`src/source/cube_cfg.svh`:
```
/* cube geometry and configuration register count,
   shared by the controller, registers and layer memory. */
`ifndef CUBE_CFG_SVH
`define CUBE_CFG_SVH

// layers in the cube, one per z plane.
`define CUBE_LAYERS 8

// words per layer, one word per led column position.
`define CUBE_WORDS 64

// configuration bytes following a CONF_WR command.
`define CUBE_CONF_REGS 4

`endif

```
`src/source/cube_pkg.sv`:
```
/* command byte encoding and the packed structs passed between
   the byte receiver, the controller and the configuration registers. */
package cube_pkg;

    typedef enum logic [7:0] {
        CONF_WR = 8'h2a,  // configuration bytes follow.
        ADDR_WR = 8'h2b,  // address lane bytes follow.
        DATA_WR = 8'h2c   // colour bytes follow.
    } cube_cmd_t;

    typedef struct packed {
        logic       vld;   // one-cycle strobe.
        logic       dc;    // 0 command, 1 data.
        logic [7:0] data;
    } byte_strb_t;

    typedef struct packed {
        logic [7:0] reg3;
        logic [7:0] reg2;
        logic [7:0] reg1;
        logic [7:0] reg0;
    } cube_conf_t;

endpackage

```
`src/source/conf_regs.sv`:
```
/* four configuration byte registers, written by index,
   presented as one packed configuration word. */
`include "cube_cfg.svh"

module conf_regs (
    input  logic                 clk_i,
    input  logic                 rst_n_i,
    input  logic                 wr_en_i,
    input  logic [1:0]           wr_addr_i,
    input  logic [7:0]           wr_data_i,
    output cube_pkg::cube_conf_t conf_o
);
    logic [`CUBE_CONF_REGS-1:0][7:0] regs_q;

    always_ff @(posedge clk_i or negedge rst_n_i) begin
        if (!rst_n_i) begin
            regs_q <= '0;
        end else if (wr_en_i) begin
            regs_q[wr_addr_i] <= wr_data_i;
        end
    end

    // reg0 is the first byte after the command.
    assign conf_o = '{
        reg3: regs_q[3],
        reg2: regs_q[2],
        reg1: regs_q[1],
        reg0: regs_q[0]
    };

endmodule

```
`config.mk`:
```
export PLATFORM = sky130hd
export DESIGN_NAME = conf_regs
export DESIGN_NICKNAME = d
export VERILOG_FILES = /design/src/source/cube_pkg.sv /design/src/source/conf_regs.sv
export VERILOG_INCLUDE_DIRS = /design/src /design/src/source
export SDC_FILE = /design/constraint.sdc
export NUM_CORES = 1
export LEC_CHECK = 0
export BUFFER_PORTS_ARGS = -buffer_cell sky130_fd_sc_hd__buf_4
export CORE_MARGIN = 3
export CORE_UTILIZATION = 32
export DETAILED_ROUTE_END_ITERATION = 8
export GPL_TIMING_DRIVEN = 0
export PLACE_DENSITY = 0.61
export SLEW_MARGIN = 5
export SYNTH_ARGS = -nofsm -noshare
export SYNTH_HDL_FRONTEND = slang
export SYNTH_SLANG_ARGS = --single-unit
```
`constraint.sdc`:
```
create_clock -name clk_i -period 1.8 [get_ports clk_i]
set_input_delay 0.09 -clock clk_i [delete_from_list [all_inputs] [get_ports clk_i]]
set_output_delay 0.09 -clock clk_i [all_outputs]
set_load 0.005 [all_outputs]
```
## Word-level counts from Yosys, hierarchy flattened

Cells that the tools add are included.

- Bits in registers: 32
- Bits of input ports: 13
- Output and inout port bits: 32
- Logic and storage cells: 10

- $lt $le $gt $ge: 2
- Multiplexer cells: 3
- Reduce and logical (&&, ||, !) cells: 1

Operators by type and width:

| operator | number |
|---|---|
| $bwmux 32 | 1 |
| $demux 8 s2 | 1 |
| $mux 8 | 1 |
| $lt 2x3->1 const B | 1 |
| $ge 2x1->1 const B | 1 |
| $logic_and 1x1->1 | 1 |

## Depth between registers and ports, before layout

- Depth in word-level cells: 5
- Gate-level depth with buffers: 2
- Depth with buffers taken out: 2

## Least setup slack after synthesis

Ideal clock, no wire load.

- Kind: input to register
- Start: input port wr_addr_i[0]
- End: register regs_q, in the netlist conf_o[0]
- Library setup time: 0.125 ns
- Data arrival time: 0.788 ns
- Data required time: 1.675 ns
- Slack: 0.887 ns
- Stages: 2
- Path buffers: 0
- Cell sequence: nor3b_4 mux2_2

- Word-level cells in the longest chain between the ends: 5
- Elaborated cells on any way between the ends: 6
- Those cells by class: order compare: 2; mux: 3; reduce/logical: 1

Ends and longest elaborated chain:

| item | line | RTL |
|---|---|---|
| start, declared | conf_regs.sv:9 | `input logic [1:0] wr_addr_i,` |
| $lt 2x3->1 (not written as such) / $ge 2x1->1 (equally long branches) | conf_regs.sv:19 | `regs_q[wr_addr_i] <= wr_data_i;` |
| $logic_and 1x1->1 (not written as such) | conf_regs.sv:19 |  |
| $mux 8 (not written as such) | conf_regs.sv:19 |  |
| $demux 8 s2 (*) | conf_regs.sv:19 |  |
| $bwmux 32 (*) | conf_regs.sv:19 |  |
| end signal, assigned by index | conf_regs.sv:19 |  |
| end, declared | conf_regs.sv:13 | `` logic [`CUBE_CONF_REGS-1:0][7:0] regs_q; `` |

Every way passes the cells marked *; elsewhere a longest branch is shown, timed or not.
A chain may end at the register's enable or synchronous reset.

## Final worst setup path

- Start: input port wr_addr_i[0]
- End: register regs_q, in the netlist conf_o[3]

Same word-level chain as after synthesis.

==> results by group <==
Floorplanning
  • Boundary Pins: 45
  • Row cnt: 21
  • Core footprint: ~3500 µm²
  • Die Area: roughly 4600 µm²
  • Initial Util: 0.347
  • Die width: slightly below 70 µm
  • Die H: roughly 68 µm

Power and ir drop
  • Peak VDD IR: 0.000539 V
  • P_leak: 0.791 nW
  • Clock share of power: 0.270
  • Power per cell area: approximately 1100 nW/µm²
  • Int Pwr: 0.00140 W
  • Flop pwr share: 0.501
  • Net Switching: 0.000447 W
  • Comb power frac: 0.229
  • Net Sw Frac: 0.241

Final layout
  • Fin util: 0.483
  • Syn-to-layout area delta: 39.2%
  • Layout cell share with drive strength beyond 1: 0.717
  • Max FFs per register: 32
  • ANT cells: 0
  • # fillers: ~310
  • Final nets: roughly 130

Yosys
  • Syn_nets: 81
  • Syn_area_per_cell: 17.8 µm²
  • Area leader, netlist: dfrtp_1
  • Compound-cell area share of the yosys netlist: 0
  • Post-synthesis simple-gate area fraction: 0.0423
  • Main combinational cell family by area after synthesis: multiplexers
  • Synthesis-stage register bit count: 32
  • Mux share of post-synthesis cell area: 0.297
  • Gate count after technology mapping: a little under 70
  • Post-synth ARST share: 1.00
  • Synth Area in Adders: 0
  • Synth top area cells: dfrtp_1, mux2_2, nand3b_2
  • Synth cell types: 5
  • Yosys Warn Count: 0
  • Post-Synth XOR/XNOR Area: 0
  • Yosys top cell area share: 0.660
  • EDFF count, synth: 0
  • Post-synthesis sequential area ratio: 0.660
  • Mapped cell area: approximately 1200 µm²
  • Top FF cell, synth: dfrtp_1
  • Synth top cells by count: dfrtp_1, mux2_2, nand3b_2

Placed design
  • GP Congestion: between 0.7 and 0.8
  • Hpwl dp: between 1500 and 2000 µm
  • IO buf count: between 40 and 50

Worst setup path
  • Worst Path Class, Setup: in2reg
  • CP Launch Type: input port
  • Buf/Inv on CP: 1
  • Crit-path cells: buf_4 -> nor3b_4 -> mux2_2
  • CP Max Fanout: 8
  • Worst EP required: between 1.5 and 2 ns
  • Crit Reg-Reg Startpoint: conf_o[9]$_DFFE_PN0P_
  • Reg2Reg Setup Slack: between 1 and 1.5 ns
  • Worst reg-to-reg path cell count: 1
  • Worst R2R End: conf_o[9]$_DFFE_PN0P_
  • CP endpoint kind: flip-flop
  • Crit-path max cell delay: approximately 0.50 ns
  • Worst Path Arrival: between 1 and 1.5 ns
  • Crit-path leading delay family: simple AND/OR/NAND/NOR gates
  • Slowest-stage cell, CP: nor3b_4

Min path
  • Hold Crit Class: in2reg
  • Worst Hold End: conf_o[6]$_DFFE_PN0P_
  • Worst hold path depth: 2
  • Hold path startpoint: wr_data_i[6]

Timing
  • Tightest Pin Transition: ~0.55 ns
  • Unrepaired setup endpoints after global routing: no
  • Worst Skew: 0 ns
  • Final Hold Vio Count: 0
  • Final period utilization: 0.538
  • Highest clock rate: just over 1 GHz
  • Slew Viols, Final: 0
  • Final setup vio count: 0
  • Tmin final: approximately 0.97 ns
  • Slew HR: 0.634
  • Post-route setup TNS: 0 ns

CTS
  • Clock buffer depth: 2
  • Clk sinks: 32
  • CTS buffer count: 5
  • TritonCTS clock tree: built
  • Worst-Skew Late Latency: between 0.2 and 0.3 ns
  • PostCTS Resize Cnt: 0
  • Clk slew on worst S/H paths: roughly 0.06 ns
  • Root Buffer: clkbuf_8
  • H-tree depth: 2

Global route
  • Number of global-route vias before repair: slightly above 800
  • Global route hottest layer: met2
  • GR Layer Usage met1: 0.155
  • Met3 usage: 0.0532
  • Grt ovf: 0
  • Overall routing resource usage: 0.127
  • Met2 usage: 0.188
  • Pin count of the biggest net entering global routing: 33
  • Initial antenna violation count: 0
  • First-pass GRT wire length: around 4000 µm

Drt
  • Final ANT Viol Nets: 0
  • Via count: 786
  • DR iter-0 viols: 7
  • Routed vias/inst: about 4.7
  • Drt drc: 0
  • Detailed Route WL: roughly 2600 µm
  • Drt wl/cell: ~15 µm
  • DR pass1 iterations: 4

Outcome
  • Status: finished clean

Flow run
  • Max Cap Viol: 0
## stage by stage
stage / total power [W] / setup slack [ns] / cell area, µm² / cells / hold slack, ns
after floorplan: 0.00108 / 0.887 / 1210 / 68 / -0.206
after global placement: 0.00136 / 0.537 / 1600 / 158 / 0.0456
after detailed placement: 0.00138 / 0.519 / 1600 / 158 / 0.0512
after CTS: 0.00189 / 0.812 / 1690 / 166 / 0.0553
after global routing: 0.00197 / 0.781 / 1690 / 166 / 0.0558
final: 0.00185 / 0.832 / 1690 / 166 / 0.0651
## placed cells by master (no fill, tap or decap)
| cell type | n |
|---|---|
| clkbuf_8 | 5 |
| nand3_2 | 1 |
| dlygate4sd3_1 | 1 |
| dfrtp_1 | 32 |
| nand3b_2 | 2 |
| buf_4 | 44 |
| clkbuf_1 | 1 |
| mux2_2 | 32 |
| nor3b_4 | 1 |
| clkinv_2 | 1 |
## how the worst max path moves through the flow
stage | from | end | slack, ns | cells past startpoint
floorplan | wr_addr_i[0] | conf_o[0]$_DFFE_PN0P_ | 0.89 | 2
finish | wr_addr_i[0] | conf_o[3]$_DFFE_PN0P_ | 0.83 | 3
detailed placement | wr_addr_i[0] | conf_o[3]$_DFFE_PN0P_ | 0.52 | 3
global route | wr_addr_i[0] | conf_o[5]$_DFFE_PN0P_ | 0.78 | 3
global placement | wr_addr_i[0] | conf_o[1]$_DFFE_PN0P_ | 0.54 | 3
CTS | wr_addr_i[0] | conf_o[3]$_DFFE_PN0P_ | 0.81 | 3
## power by group through the flow
stage | Combinational [W] | Clock [W] | Sequential, W
final | 0.000423 | 0.000500 | 0.000928
after global routing | 0.000467 | 0.000558 | 0.000946
after CTS | 0.000435 | 0.000520 | 0.000931
after detailed placement | 0.000433 | 0 | 0.000943
after global placement | 0.000425 | 0 | 0.000936
after floorplan | 0.000137 | 0 | 0.000944
## layout make-up
cell class                      count  area [µm²]  share of cell area
Tap cell                           46        57.6              0.0341
Clock inverter                      1        5.00             0.00297
Sequential cell                    32         801               0.474
Timing Repair Buffer               45         340               0.202
Multi-Input combinational cell     36         412               0.244
Clock buffer                        6        72.6              0.0430
## per-layer routing
| layer | vias to the layer above | share of wire |
|---|---|---|
| met4 | 0 | 0.016 |
| li1 | 350 | - |
| met3 | 5 | 0.088 |
| met1 | 398 | 0.40 |
| met2 | 33 | 0.49 |
| met5 | - | 0 |
## logic make-up (layout without fill, tap and decap cells)
group / count (synthesis) / count (layout)
muxes: 32 / 32
DFF: 32 / 32
and+or+nand+nor: 4 / 4
buffers and inverters: 0 / 52
## what timing repair did
item,CTS,global route
hold buffers,1,0
endpoints found under the hold margin,32,0
buffers inserted,0,0
setup endpoints to repair,0,0
Note: power is estimated with default switching activity, not from simulation.
