--- config.mk ---
export PLATFORM = sky130hd
export DESIGN_NAME = spi_byte_rx
export DESIGN_NICKNAME = d
export VERILOG_FILES = /design/src/source/cube_cfg.svh /design/src/source/cube_pkg.sv /design/src/source/spi_byte_rx.sv
export SDC_FILE = /design/constraint.sdc
export NUM_CORES = 1
export LEC_CHECK = 0
export BUFFER_PORTS_ARGS = -buffer_cell sky130_fd_sc_hd__buf_2
export CAP_MARGIN = 20
export CORE_MARGIN = 3
export CORE_UTILIZATION = 25
export CTS_CLUSTER_DIAMETER = 50
export CTS_CLUSTER_SIZE = 14
export DETAILED_ROUTE_END_ITERATION = 8
export GPL_TIMING_DRIVEN = 0
export SKIP_LAST_GASP = 1
export SLEW_MARGIN = 20
export SYNTH_ARGS = -nofsm -noshare
export SYNTH_HDL_FRONTEND = slang
export SYNTH_SLANG_ARGS = --single-unit
--- constraint.sdc ---
create_clock -name clk_i -period 1.7 [get_ports clk_i]
set_input_delay 0.34 -clock clk_i [delete_from_list [all_inputs] [get_ports clk_i]]
set_output_delay 0.34 -clock clk_i [all_outputs]
set_load 0.005 [all_outputs]
--- src/source/cube_cfg.svh ---
/* cube geometry and configuration register count,
   shared by the controller, registers and layer memory. */
`ifndef CUBE_CFG_SVH
`define CUBE_CFG_SVH

// layers in the cube, one per z plane.
`define CUBE_LAYERS 8

// words per layer, one word per led column position.
`define CUBE_WORDS 64

// configuration bytes following a CONF_WR command.
`define CUBE_CONF_REGS 4

`endif

--- src/source/cube_pkg.sv ---
/* command byte encoding and the packed structs passed between
   the byte receiver, the controller and the configuration registers. */
package cube_pkg;

    typedef enum logic [7:0] {
        CONF_WR = 8'h2a,  // configuration bytes follow.
        ADDR_WR = 8'h2b,  // address lane bytes follow.
        DATA_WR = 8'h2c   // colour bytes follow.
    } cube_cmd_t;

    typedef struct packed {
        logic       vld;   // one-cycle strobe.
        logic       dc;    // 0 command, 1 data.
        logic [7:0] data;
    } byte_strb_t;

    typedef struct packed {
        logic [7:0] reg3;
        logic [7:0] reg2;
        logic [7:0] reg1;
        logic [7:0] reg0;
    } cube_conf_t;

endpackage

--- src/source/spi_byte_rx.sv ---
/* serial byte receiver: pin synchronizers, serial clock edge detect,
   msb-first shift register and the one-cycle byte strobe. */
module spi_byte_rx (
    input  logic                 clk_i,
    input  logic                 rst_n_i,
    input  logic                 spi_sclk_i,
    input  logic                 spi_cs_n_i,
    input  logic                 spi_mosi_i,
    input  logic                 spi_dc_i,
    output cube_pkg::byte_strb_t rx_o
);
    // synchronizer bit order is {sclk, cs_n, mosi, dc}.
    logic [3:0] sync1_q;
    logic [3:0] sync2_q;
    logic       sclk_d_q;
    logic       sclk_rise;
    logic       cs_act;
    logic       bit_last;
    logic [2:0] bit_cnt_q;
    logic       last_q;
    logic       vld_q;
    logic [7:0] shift_q;
    logic       dc_q;

    always_ff @(posedge clk_i or negedge rst_n_i) begin
        if (!rst_n_i) begin
            sync1_q  <= 4'b0100;  // idle link, chip select high.
            sync2_q  <= 4'b0100;
            sclk_d_q <= 1'b0;
        end else begin
            sync1_q  <= {spi_sclk_i, spi_cs_n_i, spi_mosi_i, spi_dc_i};
            sync2_q  <= sync1_q;
            sclk_d_q <= sync2_q[3];
        end
    end

    assign sclk_rise = sync2_q[3] & ~sclk_d_q;
    assign cs_act    = ~sync2_q[2];
    assign bit_last  = (bit_cnt_q == 3'd7);

    always_ff @(posedge clk_i or negedge rst_n_i) begin
        if (!rst_n_i) begin
            bit_cnt_q <= 3'd0;
            last_q    <= 1'b0;
            vld_q     <= 1'b0;
        end else begin
            if (!cs_act) begin
                bit_cnt_q <= 3'd0;  // deselect drops a partial byte.
            end else if (sclk_rise) begin
                bit_cnt_q <= bit_cnt_q + 3'd1;
            end
            last_q <= cs_act & sclk_rise & bit_last;
            vld_q  <= last_q;
        end
    end

    // the shift register holds still for many clocks after the 8th bit.
    always_ff @(posedge clk_i) begin
        if (cs_act && sclk_rise) begin
            shift_q <= {shift_q[6:0], sync2_q[1]};
            if (bit_last) begin
                dc_q <= sync2_q[0];  // dc taken with bit 7.
            end
        end
    end

    assign rx_o = '{vld: vld_q, dc: dc_q, data: shift_q};

    strobe_single: assert property (@(posedge clk_i) disable iff (!rst_n_i)
        rx_o.vld |=> !rx_o.vld);

endmodule

# [Yosys cells after proc, flatten, opt, wreduce, memory -nomap -nowiden]
# Index checks and enable logic that the tools add are counted.
[word_totals] in_bits=6 output_inout_bits=10 word_cells=20 reg_bits=23
[classes] addsub=1 reduce_logical=3 n_mux=2 bitwise_logic=5 eq_ne=1
[op_table] op="2-to-1 mux 3 bit" count=2
[op_table] op="adder 3 x 1 -> 3 bit (second input constant)" count=1
[op_table] op="bitwise AND 1 bit" count=3
[op_table] op="equality test 3 bit (second input constant)" count=1
[op_table] op="NOT 1 bit" count=2
[op_table] op="AND reduction 2 bit" count=1
[op_table] op="nonzero test 2 bit" count=1
[op_table] op="logical AND 1 bit" count=1

# [Logic depth before layout (Yosys ltp)]
[depth] depth_word=4 depth_mapped=4 ltp_nobuf=4

# [Least setup slack after synthesis]
# No wires, ideal clock.
[synth_path] path_kind="register to register" from="register sclk_d_q" to="register dc_q (enable)" slack_ps=363 t_required_ps=1404 path_buffers=0 path_stages_with_launch=3 arrival_ps=1041 setup_ps=296 synth_period_minus_slack_ps=1337 path_cell_list="dfrtp_1 > nor3b_2 > and2_1"
[synth_between] elab_chain_cells=4
[synth_rtl] element="from (decl)" line_no="spi_byte_rx.sv:15" rtl="logic sclk_d_q;"
[synth_rtl] element="from (signal assigned)" line_no="spi_byte_rx.sv:33" rtl="sclk_d_q <= sync2_q[3];"
[synth_rtl] element="NOT 1 bit" line_no="spi_byte_rx.sv:37" rtl="assign sclk_rise = sync2_q[3] & ~sclk_d_q;"
[synth_rtl] element="bitwise AND 1 bit" line_no="spi_byte_rx.sv:37"
[synth_rtl] element="logical AND 1 bit" line_no="spi_byte_rx.sv:59" rtl="if (cs_act && sclk_rise) begin"
[synth_rtl] element="AND reduction 2 bit (no source line)"
[synth_rtl] element="to (signal assigned)" line_no="spi_byte_rx.sv:62" rtl="dc_q <= sync2_q[0];"
[synth_rtl] element="to (decl)" line_no="spi_byte_rx.sv:23" rtl="logic dc_q;"
# No other way between the ends.
# A chain may end at the register's enable or synchronous reset.

# [Worst setup path in the final report]
[layout_path] from="register sync2_q[3]" to="register dc_q (enable)"
[layout_between] elab_chain_cells=3
[layout_rtl] element="from (decl)" line_no="spi_byte_rx.sv:14" rtl="logic [3:0] sync2_q;"
[layout_rtl] element="from (signal assigned)" line_no="spi_byte_rx.sv:32" rtl="sync2_q <= sync1_q;"
[layout_rtl] element="bitwise AND 1 bit" line_no="spi_byte_rx.sv:37"
[layout_rtl] element="logical AND 1 bit" line_no="spi_byte_rx.sv:59"
[layout_rtl] element="AND reduction 2 bit (no source line)"
# No other way between the ends.

==> results.json <==
{
  "synth_most_common_cell": "sky130_fd_sc_hd__dfrtp_1",
  "syn_avg_cell_area_um2": 19.5,
  "route.final.wire_length_um": 963,
  "postSynth.topFlopCell": "sky130_fd_sc_hd__dfrtp_1",
  "diodes": 0,
  "globalplace.congestion": 0.645,
  "grt_antenna_before_repair": 0,
  "required_ns": 1.73,
  "slew_viol_final": 0,
  "outcome": "completed",
  "avgRoutedWirePerCell_um": 10.7,
  "mapped_cell_area_um2": 761,
  "routed_via_density": 3.97,
  "hold_viol_final": 0,
  "worst_hold_path.endpoint": "sync1_q[2]$_DFF_PN1_",
  "insertion_delay_ns": 0.30,
  "unrepaired_setup_endpoints_after_global_routing": "false",
  "synth.area.top_cells": "sky130_fd_sc_hd__dfrtp_1 39%, sky130_fd_sc_hd__edfxtp_1 36%, sky130_fd_sc_hd__dfstp_2 6.9%",
  "wire_length_of_the_first_global_routing_pass_um": 1660,
  "min_period_over_period": 0.886,
  "cts_inserted_buffers": 3,
  "clkSinkCount": 23,
  "shortest_period_the_worst_path_allows_ns": 1.51,
  "layout.area.seq_um2": 623,
  "max_freq_mhz": 664,
  "grt_pass1_vias": 374,
  "worstSetupEndpointType": "flip-flop",
  "p_comb_frac": 0.038,
  "ctsHtreeMaxLevel": 1,
  "ys_async_sr_fraction": 0.609,
  "multi_input_comb_area_um2": 123,
  "detail-route-antenna-nets": 0,
  "cts-root-buf": "sky130_fd_sc_hd__clkbuf_4",
  "setup_violators_final": 0,
  "grt_max_degree": 15,
  "cts_setup_buffers": 0,
  "row_count": 19,
  "gr-usage-all-layers": 0.0629,
  "drt_pre_antenna_iters": 2,
  "n_fill_cell": 278,
  "worstPathArrival_ns": 1.54,
  "power.density_nw_per_um2": 965,
  "p_seq_frac": 0.691,
  "area_fraction_of_the_dominant_cell_type_after_synthesis": 0.395,
  "synth_top_cell_by_area": "sky130_fd_sc_hd__dfrtp_1",
  "worst_slew_pin_slew_ns": 0.651,
  "reg2reg_slack_ns": 0.19,
  "postSynthRegisterBits": 23,
  "timing.setup.critical_path_class": "flip-flop to flip-flop",
  "yosysUniqueCellTypes": 14,
  "switching_share": 0.197,
  "min-delay-path-class": "input port to flip-flop",
  "cts_max_path_buffers": 2,
  "synth_enable_flop_cells": 9,
  "drive_above_1_share": 0.424,
  "die_width_um": 61.2,
  "static-leakage-power_nw": 0.396,
  "synth.yosys.warnings": 0,
  "power.clock.fraction": 0.271,
  "drtIter0Drc": 4,
  "proportion_of_synthesized_chip_area_in_sequential_cells": 0.819,
  "slew_headroom": 0.564,
  "totalNegativeSetupSlack_ns": 0,
  "fp.dieH_um": 61.2,
  "max_cap_violations": 0,
  "globalRoute.totalOverflow": 0,
  "floorplan.initialDensity": 0.269,
  "netlist_top_cells_count": "12 x sky130_fd_sc_hd__dfrtp_1, 9 x sky130_fd_sc_hd__edfxtp_1",
  "worst_clock_skew_ns": 0.00364,
  "hold-worst-slack_ns": 0.126,
  "syn-instance-count": 39,
  "worst_hold_startpoint": "spi_cs_n_i",
  "p_sw_mw": 0.173,
  "syn2layout_area_growth_pct": 19.7,
  "internal_power_mw": 0.706,
  "synth_fp_nets": 47,
  "via_count": 357,
  "whs_path_depth": 1,
  "clkTransAtPathRegs_ns": 0.11,
  "numPortBuffers": 15,
  "tritoncts": "done",
  "worstPathMaxFanout": 9,
  "worstSetupStartpointType": "flip-flop",
  "final_net_count": 68,
  "die-area_um2": 3740,
  "irDropWorstVdd_v": 0.000432,
  "post-route-drc-count": 0,
  "floorplan.core_area_um2": 2830,
  "io_pins": 16,
  "worst-r2r-cell-count": 2,
  "regToRegEndpoint": "dc_q$_DFFE_PP_",
  "critical_path.reg2reg.startpoint": "sync2_q[3]$_DFF_PN0_"
}
[layer usage]
layer	up-vias	wire length (um)	track usage
li1	174	-	-
met3	0	91	0.0377
met2	17	438	0.0997
met5	-	0	0
met4	0	0	0.0186
met1	166	433	0.0712
[worst max-delay path by stage]
stage	start	endpoint	slack (ns)	cells after the start
floorplan	sclk_d_q$_DFF_PN0_	dc_q$_DFFE_PP_	0.36	2
global placement	sclk_d_q$_DFF_PN0_	dc_q$_DFFE_PP_	0.19	2
detailed placement	sclk_d_q$_DFF_PN0_	dc_q$_DFFE_PP_	0.14	2
CTS	sclk_d_q$_DFF_PN0_	dc_q$_DFFE_PP_	0.13	2
global route	sync2_q[3]$_DFF_PN0_	dc_q$_DFFE_PP_	0.04	2
finish	sync2_q[3]$_DFF_PN0_	dc_q$_DFFE_PP_	0.19	2
[power groups by stage]
stage          clock network (mW)  registers [mW]  logic [mW]
3_5_place_dp                    0           0.619      0.0329
3_3_place_gp                    0           0.618      0.0322
5_1_grt                     0.282           0.611      0.0377
6_report                    0.239           0.607      0.0332
2_1_floorplan                   0           0.617      0.0140
4_1_cts                     0.257           0.608      0.0346
[cells in the final DEF, fill, tap and decap left out]
cell	n
sky130_fd_sc_hd__nand2b_1	2
sky130_fd_sc_hd__nor2b_1	1
sky130_fd_sc_hd__dfstp_2	2
sky130_fd_sc_hd__nor2b_2	1
sky130_fd_sc_hd__nor2_1	1
sky130_fd_sc_hd__dlygate4sd3_1	1
sky130_fd_sc_hd__o21ai_1	2
sky130_fd_sc_hd__nand4bb_1	2
sky130_fd_sc_hd__mux2_4	1
sky130_fd_sc_hd__edfxtp_1	9
sky130_fd_sc_hd__ha_1	2
sky130_fd_sc_hd__nor3b_2	1
sky130_fd_sc_hd__buf_2	15
sky130_fd_sc_hd__dfrtp_1	12
sky130_fd_sc_hd__clkbuf_1	1
sky130_fd_sc_hd__buf_4	2
sky130_fd_sc_hd__clkbuf_4	3
sky130_fd_sc_hd__and2_1	1
[stage by stage]
stage          std cells   util  instance area, um^2  setup WS (ns)  total power, mW
6_report              90  0.322                  911          0.193            0.879
2_1_floorplan         39      -                  761          0.363            0.631
3_5_place_dp          85  0.309                  875          0.142            0.652
3_3_place_gp          85  0.309                  875          0.188            0.650
4_1_cts               90  0.322                  911          0.131            0.899
5_1_grt               90  0.322                  911         0.0425            0.931
[state kept, by name, summed over array words and instances (netlist names)]
register	flops
last_q	1
vld_q	1
sync2_q	4
bit_cnt_q	3
shift_q	8
sync1_q	4
sclk_d_q	1
dc_q	1
[cell families (layout without fill, tap and decap cells)]
kind of cell,count (synthesis),after routing,synth area share
adder cells (fa/ha/maj),2,2,0.0329
flip-flops,23,23,0.819
AND/OR/NAND/NOR,9,9,0.0954
buffers and inverters,2,22,0.0197
multiplexers,1,1,0.0197
AO/OA/AOI/OAI,2,2,0.0132
[area by class of cell]
| type | count | area share |
|---|---|---|
| plain buffers | 2 | 0.0165 |
| repair buffers | 16 | 0.0934 |
| well taps | 31 | 0.0426 |
| flip-flops and latches | 23 | 0.684 |
| multi-input cells | 14 | 0.135 |
| clock buffers | 4 | 0.0288 |
[critical path, stage by stage, from the launching register on]
cell,delay (ns)
sky130_fd_sc_hd__dfrtp_1,0.42
sky130_fd_sc_hd__nor3b_2,0.58
sky130_fd_sc_hd__and2_1,0.24
[repair_timing]
action | CTS | global route
gates resized for setup | 0 | 0
endpoints found under the setup margin | 0 | 0
hold endpoints to repair | 12 | 0
hold buffers | 1 | 0
No activity file was read; power rests on OpenSTA's default activity.
