[src/source/cube_cfg.svh]
/* cube geometry and configuration register count,
   shared by the controller, registers and layer memory. */
`ifndef CUBE_CFG_SVH
`define CUBE_CFG_SVH

// layers in the cube, one per z plane.
`define CUBE_LAYERS 8

// words per layer, one word per led column position.
`define CUBE_WORDS 64

// configuration bytes following a CONF_WR command.
`define CUBE_CONF_REGS 4

`endif

[src/source/cube_pkg.sv]
/* command byte encoding and the packed structs passed between
   the byte receiver, the controller and the configuration registers. */
package cube_pkg;

    typedef enum logic [7:0] {
        CONF_WR = 8'h2a,  // configuration bytes follow.
        ADDR_WR = 8'h2b,  // address lane bytes follow.
        DATA_WR = 8'h2c   // colour bytes follow.
    } cube_cmd_t;

    typedef struct packed {
        logic       vld;   // one-cycle strobe.
        logic       dc;    // 0 command, 1 data.
        logic [7:0] data;
    } byte_strb_t;

    typedef struct packed {
        logic [7:0] reg3;
        logic [7:0] reg2;
        logic [7:0] reg1;
        logic [7:0] reg0;
    } cube_conf_t;

endpackage

[src/source/layer_ctrl.sv]
/* command decoder and write steering for configuration bytes,
   address lane bytes and colour bytes, with the frame-done pulse. */
`include "cube_cfg.svh"

module layer_ctrl (
    input  logic                  clk_i,
    input  logic                  rst_n_i,
    input  logic                  dc_i,
    input  logic                  byte_vld_i,
    input  logic [7:0]            byte_data_i,
    output logic [`CUBE_LAYERS:0] wr_en_o,
    output logic                  wr_done_o,
    output logic [5:0]            wr_addr_o,
    output logic [3:0]            wr_byte_en_o
);
    import cube_pkg::*;

    logic                    conf_wr_q;
    logic [`CUBE_LAYERS-1:0] layer_q;
    logic                    addr_en_q;
    logic [2:0]              lane_q;  // one-hot red, green, blue.
    logic [5:0]              addr_q;
    logic                    cmd_stb;
    logic                    data_stb;
    logic                    conf_last;
    logic                    word_last;
    logic                    blue;
    logic                    layer_last;
    logic                    frame_last;

    assign cmd_stb    = byte_vld_i & ~dc_i;
    assign data_stb   = byte_vld_i & dc_i;
    assign conf_last  = (addr_q == 6'(`CUBE_CONF_REGS - 1));
    assign word_last  = (addr_q == 6'(`CUBE_WORDS - 1));
    assign blue       = lane_q[0];
    assign layer_last = word_last & blue;
    assign frame_last = layer_last & layer_q[0];

    // bit 8 selects the registers, bits 7..0 the layers.
    assign wr_en_o      = {`CUBE_LAYERS+1{data_stb}} & {conf_wr_q, layer_q};
    assign wr_done_o    = data_stb & frame_last;
    assign wr_addr_o    = addr_q;
    assign wr_byte_en_o = {addr_en_q, lane_q};

    always_ff @(posedge clk_i or negedge rst_n_i) begin
        if (!rst_n_i) begin
            conf_wr_q <= 1'b0;
            layer_q   <= '0;
            addr_en_q <= 1'b0;
            lane_q    <= 3'b000;
            addr_q    <= 6'd0;
        end else if (cmd_stb) begin
            // every command restarts at address 0 with all targets off.
            conf_wr_q <= 1'b0;
            layer_q   <= '0;
            addr_en_q <= 1'b0;
            lane_q    <= 3'b000;
            addr_q    <= 6'd0;
            case (cube_cmd_t'(byte_data_i))
                CONF_WR: begin
                    conf_wr_q <= 1'b1;
                end
                ADDR_WR: begin
                    layer_q   <= '1;  // address lane is common to all layers.
                    addr_en_q <= 1'b1;
                end
                DATA_WR: begin
                    layer_q <= {1'b1, {`CUBE_LAYERS-1{1'b0}}};  // top layer first.
                    lane_q  <= 3'b100;
                end
                default: ;
            endcase
        end else if (data_stb) begin
            if (conf_wr_q) begin
                conf_wr_q <= ~conf_last;
                addr_q    <= addr_q + 6'd1;
            end else if (addr_en_q) begin
                addr_en_q <= ~word_last;
                if (word_last) begin
                    layer_q <= '0;
                end
                addr_q <= addr_q + 6'd1;
            end else if (|lane_q) begin
                lane_q <= frame_last ? 3'b000 : {lane_q[0], lane_q[2:1]};
                if (blue) begin
                    addr_q <= addr_q + 6'd1;  // next word after blue.
                end
                if (layer_last) begin
                    layer_q <= layer_q >> 1;
                end
            end
        end
    end

    // outside address mode a byte has one target at most.
    single_target: assert property (@(posedge clk_i) disable iff (!rst_n_i)
        !addr_en_q |-> $onehot0({conf_wr_q, layer_q}));

    single_lane: assert property (@(posedge clk_i) disable iff (!rst_n_i)
        $onehot0(wr_byte_en_o));

endmodule

[config.mk]
export PLATFORM = sky130hd
export DESIGN_NAME = layer_ctrl
export DESIGN_NICKNAME = d
export VERILOG_FILES = /design/src/source/cube_pkg.sv /design/src/source/layer_ctrl.sv
export VERILOG_INCLUDE_DIRS = /design/src /design/src/source
export SDC_FILE = /design/constraint.sdc
export NUM_CORES = 1
export LEC_CHECK = 0
export BUFFER_PORTS_ARGS = -buffer_cell sky130_fd_sc_hd__buf_2
export CORE_MARGIN = 2
export CORE_UTILIZATION = 50
export CTS_CLUSTER_SIZE = 12
export DETAILED_ROUTE_END_ITERATION = 7
export HOLD_SLACK_MARGIN = 0.03
export PLACE_DENSITY_LB_ADDON = 0.05
export SLEW_MARGIN = 20
export SYNTH_ARGS = -nofsm -noshare
export SYNTH_HDL_FRONTEND = slang
export SYNTH_SLANG_ARGS = --single-unit
[constraint.sdc]
create_clock -name clk_i -period 2.8 [get_ports clk_i]
set_input_delay 0.42 -clock clk_i [delete_from_list [all_inputs] [get_ports clk_i]]
set_output_delay 0.42 -clock clk_i [all_outputs]
set_load 0.02 [all_outputs]
Yosys cells after proc, flatten, opt, wreduce, memory -nomap -nowiden
Index checks and enable logic that the tools add are counted.
W data, S select, Z words.
{"block": "op_classes", "addsub": 1, "n_eq_ne": 8, "muxes": 30, "bitwise_logic": 9, "n_reduce_logical": 11}
{"cell": "$mux W8", "n": 7}
{"cell": "$mux W6", "n": 6}
{"cell": "$eq A8 B6 Y1 const B", "n": 3}
{"cell": "$mux W3", "n": 7}
{"cell": "$pmux W8 S2", "n": 1}
{"cell": "$and A9 B9 Y9", "n": 1}
{"cell": "$mux W1", "n": 9}
{"cell": "$reduce_bool A4 Y1", "n": 2}
{"cell": "$add A6 B1 Y6 const B", "n": 1}
{"cell": "$eq A6 B2 Y1 const B", "n": 1}
{"cell": "$eq A6 B6 Y1 const B", "n": 1}
{"cell": "$reduce_bool A3 Y1", "n": 2}
{"cell": "$and A1 B1 Y1", "n": 5}
{"cell": "$reduce_and A5 Y1", "n": 1}
{"cell": "$ne A2 B1 Y1 const B", "n": 2}
{"cell": "$reduce_and A4 Y1", "n": 1}
{"cell": "$reduce_bool A2 Y1", "n": 2}
{"cell": "$ne A3 B1 Y1 const B", "n": 1}
{"cell": "$not A1 Y1", "n": 3}
{"cell": "$reduce_and A3 Y1", "n": 1}
{"cell": "$reduce_or A3 Y1", "n": 1}
{"cell": "$reduce_and A2 Y1", "n": 1}
{"block": "totals", "reg_bits": 19, "input_bits": 12, "output_inout_bits": 20, "word_cells": 64}

Logic depth before layout (Yosys ltp)
{"block": "depth", "ltp_word": 9, "depth_mapped": 5, "ltp_nobuf": 5}

Worst setup path after synthesis
No wires, ideal clock.
{"block": "synth_timing", "path_kind": "register to output", "from": "register addr_q[0] (netlist: wr_addr_o[0])", "to": "output wr_done_o", "t_arrival_ps": 1864, "required_ps": 2380, "slack_ps": 516, "stages_incl_launch_ff": 5, "path_buffers": 0, "cell_sequence": "dfrtp_1 -> ha_1 -> and3_1 -> nand4_1 -> nor4_1"}
{"block": "synth_via", "elab_chain_len": 4}
{"element": "start: declaration", "line": "layer_ctrl.sv:22", "rtl": "logic [5:0] addr_q;"}
{"element": "start signal: assignment", "line": "layer_ctrl.sv:76", "rtl": "addr_q <= addr_q + 6'd1;"}
{"element": "start signal: assignment", "line": "layer_ctrl.sv:82", "rtl": "addr_q <= addr_q + 6'd1;"}
{"element": "start signal: assignment", "line": "layer_ctrl.sv:86", "rtl": "addr_q <= addr_q + 6'd1;"}
{"element": "$eq A6 B6 Y1", "line": "layer_ctrl.sv:34", "rtl": "assign word_last = (addr_q == 6'(`CUBE_WORDS - 1));"}
{"element": "$and A1 B1 Y1", "line": "layer_ctrl.sv:36", "rtl": "assign layer_last = word_last & blue;"}
{"element": "$and A1 B1 Y1", "line": "layer_ctrl.sv:37", "rtl": "assign frame_last = layer_last & layer_q[0];"}
{"element": "$and A1 B1 Y1", "line": "layer_ctrl.sv:41", "rtl": "assign wr_done_o = data_stb & frame_last;"}
{"element": "end: declaration", "line": "layer_ctrl.sv:12", "rtl": "output logic wr_done_o,"}
Every way passes these cells.

Final worst setup path
Ends and elaborated chain as after synthesis.

==> flow_summary.html <==
<table>
<tr><th>Metric</th><th>Value</th></tr>
<tr><th colspan="2">Pwr</th></tr>
<tr><td>Lkg Pwr</td><td>approximately 0.64 nW</td></tr>
<tr><td>Power per cell area</td><td>between 500 and 600 nW/um^2</td></tr>
<tr><td>Maximum VDD drop</td><td>approximately 0.36 mV</td></tr>
<tr><th colspan="2">Global route</th></tr>
<tr><td>Number of global-route vias before repair</td><td>~1,000</td></tr>
<tr><td>Gr ovfl total</td><td>0</td></tr>
<tr><td>Largest net degree at the start of global routing</td><td>20</td></tr>
<tr><td>Wire length of the first global-routing pass</td><td>about 4.4 mm</td></tr>
<tr><td>Initial antenna violation count</td><td>0</td></tr>
<tr><td>GRT Resource Usage Total</td><td>between 20% and 30%</td></tr>
<tr><th colspan="2">Placed design</th></tr>
<tr><td>Setup WS pre-CTS</td><td>approximately 0.72 ns</td></tr>
<tr><td>Detailed placement HPWL</td><td>around 1.9 mm</td></tr>
<tr><td>Final weighted congestion in routability-driven placement</td><td>0.778</td></tr>
<tr><td>I/O Buffers</td><td>31</td></tr>
<tr><th colspan="2">Run</th></tr>
<tr><td>Maxcap violations</td><td>0</td></tr>
<tr><th colspan="2">Worst setup path</th></tr>
<tr><td>Crit Path Class</td><td>register to output pin</td></tr>
<tr><td>Cell-by-cell trace of the critical path</td><td>ha_1 -&gt; and3_1 -&gt; nand4_1 -&gt; nor4_1 -&gt; buf_2</td></tr>
<tr><td>Crit-path leading delay family</td><td>simple AND/OR/NAND/NOR gates</td></tr>
<tr><td>Terminus of the critical flop-to-flop path</td><td>layer_q[6]$_DFFE_PN0P_</td></tr>
<tr><td>Slack of the worst reg-to-reg path</td><td>between 0.9 and 1 ns</td></tr>
<tr><td>R2R cell count</td><td>5</td></tr>
<tr><td>Max incr delay on CP</td><td>between 0.4 and 0.5 ns</td></tr>
<tr><td>Kind of launch point of the worst setup path</td><td>register</td></tr>
<tr><td>Endpoint class of the critical path</td><td>output pin</td></tr>
<tr><td>Critical path's slowest cell</td><td>dfrtp_1</td></tr>
<tr><td>Launching point of the worst reg2reg path</td><td>wr_addr_o[0]$_DFFE_PN0P_</td></tr>
<tr><td>Number of buffer and inverter stages on the critical path</td><td>1</td></tr>
<tr><td>Data arrival time of the critical path</td><td>approximately 2.0 ns</td></tr>
<tr><td>Worst-path fanout max</td><td>10</td></tr>
<tr><td>CP required</td><td>2.38 ns</td></tr>
<tr><th colspan="2">Finish</th></tr>
<tr><td>Layout-stage area growth over the synthesis result</td><td>17.5%</td></tr>
<tr><td>Antenna cells</td><td>0</td></tr>
<tr><td>Layout net count</td><td>160</td></tr>
<tr><td>Fraction of layout instances using a drive strength above 1</td><td>a little over a quarter</td></tr>
<tr><td>Finished Core Util</td><td>between 60% and 70%</td></tr>
<tr><th colspan="2">Synth</th></tr>
<tr><td>Number of storage elements in the synthesis netlist</td><td>19</td></tr>
<tr><td>Part of the Yosys area used for sequential elements</td><td>between 40% and 50%</td></tr>
<tr><td>Synth Area in Compound Gates</td><td>~20%</td></tr>
<tr><td>Net count of the mapped netlist</td><td>128</td></tr>
<tr><td>Number of standard cells after synthesis</td><td>between 100 and 150</td></tr>
<tr><td>Post-synthesis xor/xnor area fraction</td><td>1.62%</td></tr>
<tr><td>Dominant combinational cell family by area after synthesis</td><td>simple AND/OR/NAND/NOR gates</td></tr>
<tr><td>Synth cell types</td><td>34</td></tr>
<tr><td>Simple logic cell fraction of the synthesized area</td><td>between 20 and 25%</td></tr>
<tr><td>Mapped Area</td><td>between 1000 and 1500 sq um</td></tr>
<tr><td>Mean instance size in the synthesized netlist</td><td>9.40 sq um</td></tr>
<tr><td>Adder-cell share of the synthesized area</td><td>1.16%</td></tr>
<tr><td>Multiplexer share of the synthesized area</td><td>3.82%</td></tr>
<tr><td>Number of warnings printed during yosys synthesis</td><td>0</td></tr>
<tr><th colspan="2">Detailed routing</th></tr>
<tr><td>Final Routed Wirelength</td><td>~2.6 mm</td></tr>
<tr><td>DRC Markers</td><td>0</td></tr>
<tr><td>DRT antenna net count</td><td>0</td></tr>
<tr><td>First drt pass iteration count</td><td>4</td></tr>
<tr><td>Vias per cell</td><td>~5.8</td></tr>
<tr><td>Violation count after the first detailed-routing iteration</td><td>40</td></tr>
<tr><td>Routed WL per cell</td><td>~15 microns</td></tr>
<tr><td>Total via count after detailed routing</td><td>1,012</td></tr>
<tr><th colspan="2">Timing</th></tr>
<tr><td>Setup violation total in the final timing report</td><td>0</td></tr>
<tr><td>Clock period minus final worst setup slack</td><td>roughly 2.4 ns</td></tr>
<tr><td>Final WS setup</td><td>0.378 ns</td></tr>
<tr><td>Number of hold violations in the final report</td><td>0</td></tr>
<tr><td>Number of max-slew violations in the final report</td><td>0</td></tr>
<tr><td>Achievable frequency</td><td>413 MHz</td></tr>
<tr><td>RSZ-0062 raised after global routing</td><td>no</td></tr>
<tr><td>Summed negative setup slack over all endpoints</td><td>0 ns</td></tr>
<tr><td>Worst slew slack as a fraction of its limit</td><td>between 60% and 70%</td></tr>
<tr><td>Final Cycle Share</td><td>slightly below 90%</td></tr>
<tr><td>Largest clock skew in the final design</td><td>between 0.008 and 0.009 ns</td></tr>
<tr><td>Measured slew at the worst slew-check pin</td><td>roughly 0.6 ns</td></tr>
<tr><th colspan="2">Clock network</th></tr>
<tr><td>Number of resized instances in the post-cts repair step</td><td>0</td></tr>
<tr><td>CTS tree</td><td>built</td></tr>
<tr><td>Clock buffers created by TritonCTS</td><td>3</td></tr>
<tr><td>Buffer depth of the longest clock path</td><td>2</td></tr>
<tr><td>Number of buffers inserted by post-CTS setup repair</td><td>0</td></tr>
<tr><td>Worst-skew pair later-pin latency</td><td>between 0.2 and 0.3 ns</td></tr>
<tr><td>CTS root buffer</td><td>clkbuf_4</td></tr>
<tr><td>Total number of H-tree levels</td><td>1</td></tr>
<tr><td>Sinks on Clock Net</td><td>19</td></tr>
<tr><td>Count of hold buffers inserted by post-cts repair</td><td>0</td></tr>
<tr><td>Clock input transition at the sequential cells of the worst setup and hold paths</td><td>roughly 0.12 ns</td></tr>
<tr><th colspan="2">Outcome</th></tr>
<tr><td>Result of the run</td><td>finished, final reports clean</td></tr>
<tr><th colspan="2">Die</th></tr>
<tr><td>Die height</td><td>between 50 and 60 microns</td></tr>
<tr><td>Horizontal die dimension</td><td>50.5 microns</td></tr>
<tr><td>Die footprint</td><td>2550 sq um</td></tr>
<tr><td>Count of standard-cell rows</td><td>16</td></tr>
<tr><td>Boundary Pins</td><td>32</td></tr>
<tr><td>Starting utilization of the core area</td><td>a little over half</td></tr>
<tr><td>Core Box Area</td><td>~2000 sq um</td></tr>
<tr><th colspan="2">Min path</th></tr>
<tr><td>Class of the most critical hold timing path</td><td>input pin to async pin</td></tr>
</table>
[where the power goes]
part	total [mW]	switching (mW)	internal (mW)	leakage, nW
logic	0.236	0.136	0.101	0.384
clock network	0.139	0.0841	0.0552	0.0150
registers	0.374	0.0536	0.320	0.245
total	0.750	0.273	0.476	0.644
[per-layer routing]
metal | global-route usage (%) | wire length, microns
met1 | 32.4 | 1200
met2 | 35.7 | 1210
met3 | 2.68 | 146
met4 | 7.21 | 34
met5 | 0 | 0
[stage by stage]
stage	cell area (sq um)	hold WS (ns)	power (mW)	std cells
global placement	1240	0.381	0.610	169
CTS	1270	0.0582	0.753	173
finish	1270	0.0478	0.750	173
global route	1270	0.0755	0.800	173
detailed placement	1240	0.388	0.617	169
floorplan	1080	0.124	0.536	115
[synth_stat cells (all sizes together)]
library cell / number / area (sq um)
mux2i: 3 / 30.0
a22o: 1 / 8.76
or4b: 1 / 10.0
clkbuf: 2 / 7.51
nand3: 4 / 20.0
a21o: 1 / 7.51
nor4: 2 / 12.5
and3: 9 / 56.3
nor2b: 2 / 12.5
o32ai: 1 / 8.76
o41ai: 1 / 8.76
nand4: 2 / 12.5
a2bb2oi: 8 / 76.3
ha: 1 / 12.5
nand2b: 1 / 13.8
xor2: 2 / 17.5
o211ai: 2 / 15.0
nor3: 6 / 30.0
and4: 1 / 8.76
nand3b: 2 / 15.0
o2bb2ai: 1 / 8.76
o21ai: 14 / 70.1
mux2: 1 / 11.3
a21oi: 3 / 15.0
nand2: 7 / 26.3
nor2: 7 / 26.3
dfrtp: 19 / 475
buf: 2 / 18.8
or4: 2 / 18.8
inv: 7 / 26.3
[layout by cell type (no fill, tap or decap), types with 2 or more instances in the layout]
| cell | netlist | final |
|---|---|---|
| a21oi_1 | 3 | 3 |
| a2bb2oi_1 | 7 | 7 |
| and3_1 | 9 | 9 |
| buf_2 | 0 | 31 |
| clkbuf_4 | 0 | 3 |
| dfrtp_1 | 19 | 19 |
| inv_1 | 7 | 7 |
| mux2i_1 | 3 | 3 |
| nand2_1 | 7 | 7 |
| nand3_1 | 4 | 4 |
| nand3b_1 | 2 | 2 |
| nand4_1 | 2 | 2 |
| nor2_1 | 7 | 7 |
| nor2b_1 | 2 | 2 |
| nor3_1 | 6 | 6 |
| nor4_1 | 2 | 2 |
| o211ai_1 | 2 | 2 |
| o21ai_0 | 13 | 13 |
| xor2_1 | 2 | 2 |
[worst register-to-register path, delay by kind of cell (launching register included)]
family	cells	cell delay (ns)
flops	1	0.45
simple gates	2	0.39
compound gates	2	0.72
fa+ha+maj	1	0.24
[final cells by class]
cell class,count,area [sq um]
Clock buffer,4,26.3
Tap cell,27,33.8
Multi-Input combinational cell,85,553
Inverter,7,26.3
Fill cell,184,732
Timing Repair Buffer,31,155
Sequential cell,19,475
[state kept, by name, summed over array words and instances, names as in the netlist]
name / cells
lane_q: 3
addr_en_q: 1
wr_addr_o: 6
conf_wr_q: 1
layer_q: 8
[worst max-delay path by stage]
stage               slack (ns)  cells past startpoint        end                startpoint
finish                    0.38                      5  wr_done_o  wr_addr_o[0]$_DFFE_PN0P_
global route              0.19                      5  wr_done_o  wr_addr_o[0]$_DFFE_PN0P_
CTS                       0.37                      5  wr_done_o  wr_addr_o[0]$_DFFE_PN0P_
detailed placement        0.72                      5  wr_done_o  wr_addr_o[0]$_DFFE_PN0P_
global placement          0.79                      5  wr_done_o  wr_addr_o[0]$_DFFE_PN0P_
floorplan                 0.52                      4  wr_done_o  wr_addr_o[0]$_DFFE_PN0P_
[logic make-up (layout without fill, tap and decap cells)]
family                   Yosys count  in the layout
AND/OR/NAND/NOR                   46             46
AO/OA/AOI/OAI                     32             32
flip-flops                        19             19
buffers and inverters             11             42
multiplexers                       4              4
XOR/XNOR                           2              2
adder cells (fa/ha/maj)            1              1
Note: power is estimated with default switching activity, not from simulation.
